[config.mk]
export PLATFORM = sky130hd
export DESIGN_NAME = nand_ctrl_top
export DESIGN_NICKNAME = d
export VERILOG_FILES = /design/src/logic/nand_pkg.sv /design/src/logic/nand_bus_engine.sv /design/src/logic/nand_ctrl_top.sv /design/src/logic/nand_op_sequencer.sv /design/src/logic/nand_request_latch.sv
export VERILOG_INCLUDE_DIRS = /design/src /design/src/logic
export SDC_FILE = /design/constraint.sdc
export NUM_CORES = 1
export LEC_CHECK = 0
export BUFFER_PORTS_ARGS = -buffer_cell sky130_fd_sc_hd__buf_4
export CORE_MARGIN = 8
export CORE_UTILIZATION = 57
export DETAILED_ROUTE_END_ITERATION = 12
export HOLD_SLACK_MARGIN = 0.06
export PLACE_DENSITY = 0.86
export SYNTH_ARGS = -nofsm -noshare
export SYNTH_HDL_FRONTEND = slang
export SYNTH_HIERARCHICAL = 1
export SYNTH_SLANG_ARGS = --single-unit
[constraint.sdc]
create_clock -name clk -period 7.3 [get_ports clk]
set_input_delay 1.095 -clock clk [delete_from_list [all_inputs] [get_ports clk]]
set_output_delay 1.095 -clock clk [all_outputs]
set_load 0.03 [all_outputs]
[src/logic/nand_settings.svh]
`ifndef NAND_SETTINGS_SVH
`define NAND_SETTINGS_SVH

// bus timing in clk cycles, sized for a 100 MHz clock
`define NAND_TWP 3  // we_n low width
`define NAND_TWC 6  // last count of a write cycle
`define NAND_TRP 4  // re_n low width
`define NAND_TRC 6  // last count of a read cycle
`define NAND_TWB 6  // we_n high to busy

`define NAND_CNT_W  4
`define NAND_OP_W   4
`define NAND_ADDR_W 32

// flash command bytes
`define NAND_CMD_RESET   8'hFF
`define NAND_CMD_READ_ID 8'h90
`define NAND_CMD_STATUS  8'h70
`define NAND_CMD_ERASE1  8'h60
`define NAND_CMD_ERASE2  8'hD0

`endif

[src/logic/nand_pkg.sv]
`default_nettype none

`include "nand_settings.svh"

package nand_pkg;

    // operations the controller accepts
    typedef enum logic [1:0] {
        op_reset,
        op_read_id,
        op_read_status,
        op_erase
    } nand_op_e;

    typedef struct packed {
        nand_op_e                 op;
        logic [`NAND_ADDR_W-1:0]  addr;   // flash byte address
    } nand_req_t;

    // one entry of an operation's bus step list
    typedef enum logic [1:0] {
        step_cmd,
        step_addr,
        step_read,
        step_wait    // TWB then wait for ready
    } bus_kind_e;

    typedef struct packed {
        bus_kind_e  kind;
        logic [7:0] data;       // byte for cmd and addr steps
        logic       last_addr;  // ale drops after this step
    } bus_step_t;

    typedef struct packed {
        logic cle;
        logic ale;
        logic we_n;
        logic re_n;
    } bus_pins_t;

endpackage

`default_nettype wire

[src/logic/nand_bus_engine.sv]
`timescale 1ns/100ps
`default_nettype none

`include "nand_settings.svh"

module nand_bus_engine (
    input  logic                clk,
    input  logic                rst_n,
    input  nand_pkg::bus_step_t step,
    input  logic                step_valid,
    output logic                step_done,
    output logic [7:0]          rd_byte,
    input  logic                rb,
    input  logic [7:0]          dq_in,
    output logic [7:0]          dq_out,
    output logic                dq_oe,
    output nand_pkg::bus_pins_t pins
);

    localparam logic [`NAND_CNT_W-1:0] TWP = `NAND_TWP;
    localparam logic [`NAND_CNT_W-1:0] TWC = `NAND_TWC;
    localparam logic [`NAND_CNT_W-1:0] TRP = `NAND_TRP;
    localparam logic [`NAND_CNT_W-1:0] TRC = `NAND_TRC;
    localparam logic [`NAND_CNT_W-1:0] TWB = `NAND_TWB;

    logic [`NAND_CNT_W-1:0] cnt;
    logic                   last_hit;
    logic                   is_cmd;
    logic                   is_addr;
    logic                   is_read;
    logic                   is_wait;
    logic                   ale_hold;   // keeps ale up between row bytes

    assign is_cmd  = step_valid && step.kind == nand_pkg::step_cmd;
    assign is_addr = step_valid && step.kind == nand_pkg::step_addr;
    assign is_read = step_valid && step.kind == nand_pkg::step_read;
    assign is_wait = step_valid && step.kind == nand_pkg::step_wait;

    //////////////////////////////////////////////////////////////////////
    // cycle timing
    //////////////////////////////////////////////////////////////////////
    always_comb begin
        case (step.kind)
            nand_pkg::step_read: last_hit = (cnt == TRC);
            nand_pkg::step_wait: last_hit = (cnt == TWB) && rb;  // ready after TWB
            default:             last_hit = (cnt == TWC);
        endcase
    end

    assign step_done = step_valid && last_hit;

    always_ff @(posedge clk or negedge rst_n) begin
        if (!rst_n)
            cnt <= '0;
        else if (!step_valid || step_done)
            cnt <= '0;
        else if (!is_wait || cnt != TWB)   // wait count parks at TWB
            cnt <= cnt + 1'b1;
    end

    always_ff @(posedge clk or negedge rst_n) begin
        if (!rst_n)
            ale_hold <= 1'b0;
        else if (step_done)
            ale_hold <= is_addr && !step.last_addr;
    end

    // read data is stable by the end of the re_n low phase
    always_ff @(posedge clk) begin
        if (is_read && cnt == TRP - 1'b1)
            rd_byte <= dq_in;
    end

    //////////////////////////////////////////////////////////////////////
    // pin levels
    //////////////////////////////////////////////////////////////////////
    always_comb begin
        pins.cle  = is_cmd;
        pins.ale  = is_addr || ale_hold;
        pins.we_n = !((is_cmd || is_addr) && cnt < TWP);
        pins.re_n = !(is_read && cnt < TRP);
    end

    assign dq_oe  = is_cmd || is_addr;
    assign dq_out = step.data;

endmodule

`default_nettype wire

[src/logic/nand_ctrl_top.sv]
`timescale 1ns/100ps
`default_nettype none

`include "nand_settings.svh"

module nand_ctrl_top (
    input  logic                    clk,
    input  logic                    rst_n,
    input  logic                    start,
    input  logic [`NAND_OP_W-1:0]   operate,
    input  logic [`NAND_ADDR_W-1:0] nf_addr,
    input  logic                    rb,       // high when flash is ready
    input  logic [7:0]              dq_in,
    output nand_pkg::bus_pins_t     pins,
    output logic [7:0]              dq_out,
    output logic                    dq_oe,
    output logic [31:0]             id,
    output logic [7:0]              status,
    output logic                    done,
    output logic                    busy
);

    nand_pkg::nand_req_t req;
    logic                req_valid;
    nand_pkg::bus_step_t step;
    logic                step_valid;
    logic                step_done;
    logic [7:0]          rd_byte;

    nand_request_latch u_req (
        .clk(clk), .rst_n(rst_n), .start(start), .operate(operate), .nf_addr(nf_addr),
        .done(done), .req(req), .req_valid(req_valid)
    );

    nand_op_sequencer u_seq (
        .clk(clk), .rst_n(rst_n), .req(req), .req_valid(req_valid), .step(step),
        .step_valid(step_valid), .step_done(step_done), .rd_byte(rd_byte),
        .id(id), .status(status), .done(done)
    );

    nand_bus_engine u_bus (
        .clk(clk), .rst_n(rst_n), .step(step), .step_valid(step_valid),
        .step_done(step_done), .rd_byte(rd_byte), .rb(rb), .dq_in(dq_in),
        .dq_out(dq_out), .dq_oe(dq_oe), .pins(pins)
    );

    assign busy = req_valid;

endmodule

`default_nettype wire

[src/logic/nand_op_sequencer.sv]
`timescale 1ns/100ps
`default_nettype none

`include "nand_settings.svh"

module nand_op_sequencer (
    input  logic                clk,
    input  logic                rst_n,
    input  nand_pkg::nand_req_t req,
    input  logic                req_valid,
    output nand_pkg::bus_step_t step,
    output logic                step_valid,
    input  logic                step_done,
    input  logic [7:0]          rd_byte,
    output logic [31:0]         id,
    output logic [7:0]          status,
    output logic                done
);

    logic [2:0] idx;        // position in the step list
    logic [2:0] last_idx;
    logic       running;

    always_comb begin
        case (req.op)
            nand_pkg::op_read_id: last_idx = 3'd5;
            nand_pkg::op_erase:   last_idx = 3'd7;
            default:              last_idx = 3'd1;  // reset and status
        endcase
    end

    //////////////////////////////////////////////////////////////////////
    // step lists
    //////////////////////////////////////////////////////////////////////
    always_comb begin
        step.kind      = nand_pkg::step_cmd;
        step.data      = 8'h00;
        step.last_addr = 1'b0;
        case (req.op)
            nand_pkg::op_reset: begin
                if (idx == 3'd0)
                    step.data = `NAND_CMD_RESET;
                else
                    step.kind = nand_pkg::step_wait;
            end
            nand_pkg::op_read_id: begin
                case (idx)
                    3'd0: step.data = `NAND_CMD_READ_ID;
                    3'd1: begin
                        step.kind      = nand_pkg::step_addr;  // single 00 byte
                        step.last_addr = 1'b1;
                    end
                    default: step.kind = nand_pkg::step_read;
                endcase
            end
            nand_pkg::op_read_status: begin
                if (idx == 3'd0)
                    step.data = `NAND_CMD_STATUS;
                else
                    step.kind = nand_pkg::step_read;
            end
            default: begin
                // erase, row address skips bit 8 as on the flash
                case (idx)
                    3'd0: step.data = `NAND_CMD_ERASE1;
                    3'd1: begin
                        step.kind = nand_pkg::step_addr;
                        step.data = req.addr[16:9];
                    end
                    3'd2: begin
                        step.kind = nand_pkg::step_addr;
                        step.data = req.addr[24:17];
                    end
                    3'd3: begin
                        step.kind      = nand_pkg::step_addr;
                        step.data      = {7'b0, req.addr[25]};
                        step.last_addr = 1'b1;
                    end
                    3'd4: step.data = `NAND_CMD_ERASE2;
                    3'd5: step.kind = nand_pkg::step_wait;
                    3'd6: step.data = `NAND_CMD_STATUS;  // status check after erase
                    default: step.kind = nand_pkg::step_read;
                endcase
            end
        endcase
    end

    always_ff @(posedge clk or negedge rst_n) begin
        if (!rst_n) begin
            idx        <= '0;
            running    <= 1'b0;
            step_valid <= 1'b0;
            done       <= 1'b0;
        end else begin
            done <= step_done && (idx == last_idx);
            if (!running) begin
                if (req_valid && !done) begin  // req_valid still high while done
                    running    <= 1'b1;
                    idx        <= '0;
                    step_valid <= 1'b1;
                end
            end else if (step_done) begin
                step_valid <= 1'b0;            // one idle cycle between steps
                if (idx == last_idx)
                    running <= 1'b0;
                else
                    idx <= idx + 3'd1;
            end else if (!step_valid) begin
                step_valid <= 1'b1;
            end
        end
    end

    // id fills from the top byte down as the four reads come in
    always_ff @(posedge clk or negedge rst_n) begin
        if (!rst_n) begin
            id     <= '0;
            status <= '0;
        end else if (step_done && step.kind == nand_pkg::step_read) begin
            if (req.op == nand_pkg::op_read_id)
                id <= {id[23:0], rd_byte};
            else
                status <= rd_byte;
        end
    end

endmodule

`default_nettype wire

[src/logic/nand_request_latch.sv]
`timescale 1ns/100ps
`default_nettype none

`include "nand_settings.svh"

module nand_request_latch (
    input  logic                    clk,
    input  logic                    rst_n,
    input  logic                    start,
    input  logic [`NAND_OP_W-1:0]   operate,
    input  logic [`NAND_ADDR_W-1:0] nf_addr,
    input  logic                    done,
    output nand_pkg::nand_req_t     req,
    output logic                    req_valid
);

    nand_pkg::nand_op_e dec_op;
    logic               code_ok;
    logic               accept;

    // only four operate codes survive, the rest are dropped like in idle
    always_comb begin
        code_ok = 1'b1;
        dec_op  = nand_pkg::op_reset;
        case (operate)
            4'b0110: dec_op = nand_pkg::op_reset;
            4'b0111: dec_op = nand_pkg::op_read_id;
            4'b1001: dec_op = nand_pkg::op_read_status;
            4'b0011: dec_op = nand_pkg::op_erase;
            default: code_ok = 1'b0;
        endcase
    end

    assign accept = start && code_ok && !req_valid;  // start ignored while busy

    always_ff @(posedge clk or negedge rst_n) begin
        if (!rst_n)
            req_valid <= 1'b0;
        else if (done)
            req_valid <= 1'b0;
        else if (accept)
            req_valid <= 1'b1;
    end

    always_ff @(posedge clk) begin
        if (accept)
            req <= '{op: dec_op, addr: nf_addr};
    end

endmodule

`default_nettype wire

# ---- After elaboration in Yosys (flattened, before gate mapping)
# Cells that the tools add are included.
dict set report word_totals {
  register_bits 88
  inputBits 48
  elab_cells 109
}
dict set report classes {
  n_addsub 2
  order_cmp 2
  eq_ne 22
  muxes 31
  bitwise_logic 1
  reduce_logical 39
}
# cell count
set op_table {}
lappend op_table {{8-bit case mux with 6 select lines} 1}
lappend op_table {{10-bit case mux with 3 select lines} 1}
lappend op_table {{8-bit two-way mux} 2}
lappend op_table {{1-bit logical AND} 15}
lappend op_table {{1-bit two-way mux} 13}
lappend op_table {{4-bit by 3-bit equality test with 1-bit output, second input constant} 3}
lappend op_table {{3-bit two-way mux} 4}
lappend op_table {{2-bit case mux with 3 select lines} 2}
lappend op_table {{3-bit equality test, second input constant} 3}
lappend op_table {{2-bit equality test, second input constant} 4}
lappend op_table {{4-bit by 2-bit equality test with 1-bit output, second input constant} 2}
lappend op_table {{4-bit two-way mux} 2}
lappend op_table {{1-bit zero test} 7}
lappend op_table {{7-bit two-way mux} 1}
lappend op_table {{3-bit by 2-bit equality test with 1-bit output, second input constant} 2}
lappend op_table {{3-bit case mux with 2 select lines} 1}
lappend op_table {{2-bit nonzero test} 3}
lappend op_table {{3-bit OR reduction} 2}
lappend op_table {{4-bit by 1-bit adder with 4-bit output, second input constant} 1}
lappend op_table {{2-bit by 1-bit equality test with 1-bit output, second input constant} 2}
lappend op_table {{4-bit equality test, second input constant} 1}
lappend op_table {{2-bit zero test} 2}
lappend op_table {{1-bit logical OR} 4}
lappend op_table {{4-bit by 2-bit less-than comparator with 1-bit output, second input constant} 1}
lappend op_table {{other kinds (16)} 18}

# ---- Logic depth before layout (Yosys ltp)
dict set report depth {
  depth_word 10
  mapped_depth 13
  depth_no_buf 11
}

# ---- Hierarchy
# The synthesis kept the hierarchy.
# mod instances cells_each area_each_um2
set modules_own_cells {}
lappend modules_own_cells {nand_op_sequencer 1 171 2308.5}
lappend modules_own_cells {nand_request_latch 1 46 1122.3}
lappend modules_own_cells {nand_bus_engine 1 53 665.6}

# ---- Least setup slack after synthesis
# Ideal clock, no wire load.
dict set report synth_path {
  kind {input -> register}
  from {input port operate[1]}
  to {register u_req/req[0] (netlist name)}
  setup_time_ns 0.475
  arrival_ns 3.933
  path_slack_ns 2.893
  stages 3
  cell_sequence {and4bb_1 > a31oi_1 > nor3b_1}
}
dict set report synth_between {
  elab_chain_cells 5
  elab_cells_between_ends 8
  classes_between {eq/ne: 4; mux: 1; reduce/logical: 3}
}
# element line
set synth_lines {}
lappend synth_lines {{start: declaration} nand_ctrl_top.sv:10} ;# input logic [`NAND_OP_W-1:0] operate,
lappend synth_lines {{4-bit by 3-bit equality test with 1-bit output (tied with other cells)} nand_request_latch.sv:25} ;# case (operate)
lappend synth_lines {{4-bit OR reduction (no line) *} -}
lappend synth_lines {{1-bit two-way mux *} nand_request_latch.sv:25}
lappend synth_lines {{1-bit logical AND * (2 in a row)} nand_request_latch.sv:34} ;# assign accept = start && code_ok && !req_valid;
lappend synth_lines {{via u_req.accept} nand_request_latch.sv:19} ;# logic accept;
# Mark *: on every way through the listed nets, which the timed path passes. The rest lies on a longest branch.
# A chain may end at the register's enable or synchronous reset.

==> reports/metrics.cfg <==
[sta]
fin_crit_ns = 3.817
layout_setup_ws_ns = 3.483
fmax_mhz = 262.0
finalClockSkew_ns = 0.01040
period_share = 0.5229
maxSlewHeadroom = 0.5051
slew_violations = 0
rsz0062_at_grt = false
final-hold-violation-count = 0
worst_pin_slew_ns = 0.7397
fin_setup_tns_ns = 0
setup_viol = 0

[logic_synthesis]
synth.avg_cell_area_um2 = 14.30
synth_nets = 310
yosys_warnings = 6
synth_area_um2 = 3646
synthCells = 255

[place]
hpwl_um = 5385
place_congestion = 0.8433
place_area_um2 = 4275
io_buffers = 87
place_ws_ns = 3.695

[clock_network]
cts_max_level = 3
root_buffer = clkbuf_8
cts_tree = yes
clk_pin_slew_ns = 0.08
holdBufCountCts = 0
cts_buffer_depth = 2
post-cts-setup-buffers = 0
clk_latency_ns = 0.35
cts_made_buffers = 9
cts-resized-gates = 0
clkSinkCount = 79

[detailed_routing]
drt_iter0_markers = 74
wl_per_cell_um = 17.65
ant_nets = 0
routed_wl_um = 7396
drc = 0
vias = 2260
drt-pass1-iter-count = 4
via_per_inst = 5.394

[global_route]
grt_pass1_vias = 2343
grt_usage = 0.1677
grt_first_pass_wirelength_um = 11690
antenna_found_initial = 0
grt_max_degree = 53
grt_overflow = 0

[worst_setup_path]
cp_data_required_time_ns = 6.20
cp_max_fo = 8
cp-start-kind = register
path_class = register to primary output
critPathArrivalTime_ns = 2.72
worst_setup_path_end_kind = primary output

[floorplanning]
die_w_um = 95.98
initial_utilization = 0.5808
core_um2 = 6277
floorplan.die_area_um2 = 9212
io_pins = 103
dieHeight_um = 95.98
fp-row-count = 29

[run]
max_cap_violations = 0

[final_layout]
syn_to_final_growth_pct = 22.68
design_area_um2 = 4473
nets = 392
final_core_util = 0.7126
diodes = 0
drive_above_1_share = 0.4561

[pwr]
swShare = 0.4036
p_comb_frac = 0.433
p_leak_nw = 2.188
p_int_mw = 0.9973
power.share.clock = 0.189
seqPwrFrac = 0.378
vdd_drop_max_v = 0.0002121
powerDensity_nw_per_um2 = 373.8
power_switching_mw = 0.6748

[run_status]
outcome = complete, no violations

[hold_path]
min_path_type = register to register

[registers in the layout, indices dropped and copies added (netlist names)]
name,flops
u_bus/ale_hold,1
u_bus/cnt,4
u_seq/running,1
u_seq/id,32
u_seq/done,1
u_req/req,19
u_bus/rd_byte,8
u_req/req_valid,1
u_seq/step_valid,1
u_seq/idx,3
u_seq/status,8
[layout by cell type, fill, tap and decap left out, types with 2 or more instances in the layout]
master / instances
a21oi_1: 6
a22oi_1: 4
a31oi_1: 2
buf_4: 88
clkbuf_8: 9
clkinv_4: 2
dfrtp_1: 52
edfxtp_1: 27
ha_1: 7
inv_1: 11
inv_6: 2
mux2_2: 11
mux2_4: 30
mux2i_1: 6
nand2_1: 14
nand2b_1: 4
nand3_1: 2
nand3b_1: 3
nor2_1: 7
nor2b_1: 6
nor3_1: 2
nor3b_1: 2
o21ai_0: 9
o22ai_1: 2
xnor2_1: 2
[metal layers]
metal | track usage | routed length (um) | up-vias
li1 | - | - | 1079
met1 | 0.1903 | 3035 | 1099
met2 | 0.2821 | 3706 | 71
met3 | 0.05148 | 525 | 11
met4 | 0.08067 | 129 | 0
met5 | 0 | 0 | -
[worst max-delay path, cell delays in order (launching register included)]
cell and delay [ns]:
dfrtp_1 0.48, inv_1 0.14, ha_1 0.29, nor2b_1 0.60, mux2i_1 0.16, mux2i_1 0.35, or4_4 0.20, buf_4 0.15
[power by group through the flow]
stage	registers (mW)	clock network (mW)	logic [mW]
finish	0.632	0.316	0.724
global route	0.646	0.342	0.774
CTS	0.630	0.323	0.732
detailed placement	0.639	0	0.730
global placement	0.634	0	0.708
floorplan	0.717	0	0.437
[path summary, 6_finish.rpt]
| kind | startpoint | to | slack [ns] | depth (start not counted) |
|---|---|---|---|---|
| max reg2reg | u_seq/idx[1] | u_seq/id[27] | 3.61 | 11 |
| min | u_bus/ale_hold | u_bus/ale_hold | 0.50 | 1 |
| min in group asynchronous | rst_n | u_seq/id[18] | 0.76 | 1 |
| max in group asynchronous | rst_n | u_seq/done | 6.11 | 1 |
| min reg2reg | u_bus/ale_hold | u_bus/ale_hold | 0.50 | 1 |
| max | u_seq/idx[1] | pins[0] | 3.48 | 7 |
[layout make-up]
cell class,count,area [um^2]
sequential,79,2112
inverter,12,45.04
timing repair buffer,88,660.6
clock inverter,6,48.80
tap,77,96.34
fill,422,1804
clock buffer,10,148.9
multi-input combinational,147,1361
[metrics by stage]
step / hold slack, ns / total power [mW] / std cells
final: 0.4991 / 1.672 / 419
after global routing: 0.5141 / 1.762 / 419
after CTS: 0.5033 / 1.686 / 419
after detailed placement: 0.4849 / 1.369 / 403
after global placement: 0.4819 / 1.342 / 403
after floorplan: 0.4600 / 1.155 / 255
Note: power is estimated with default switching activity, not from simulation.
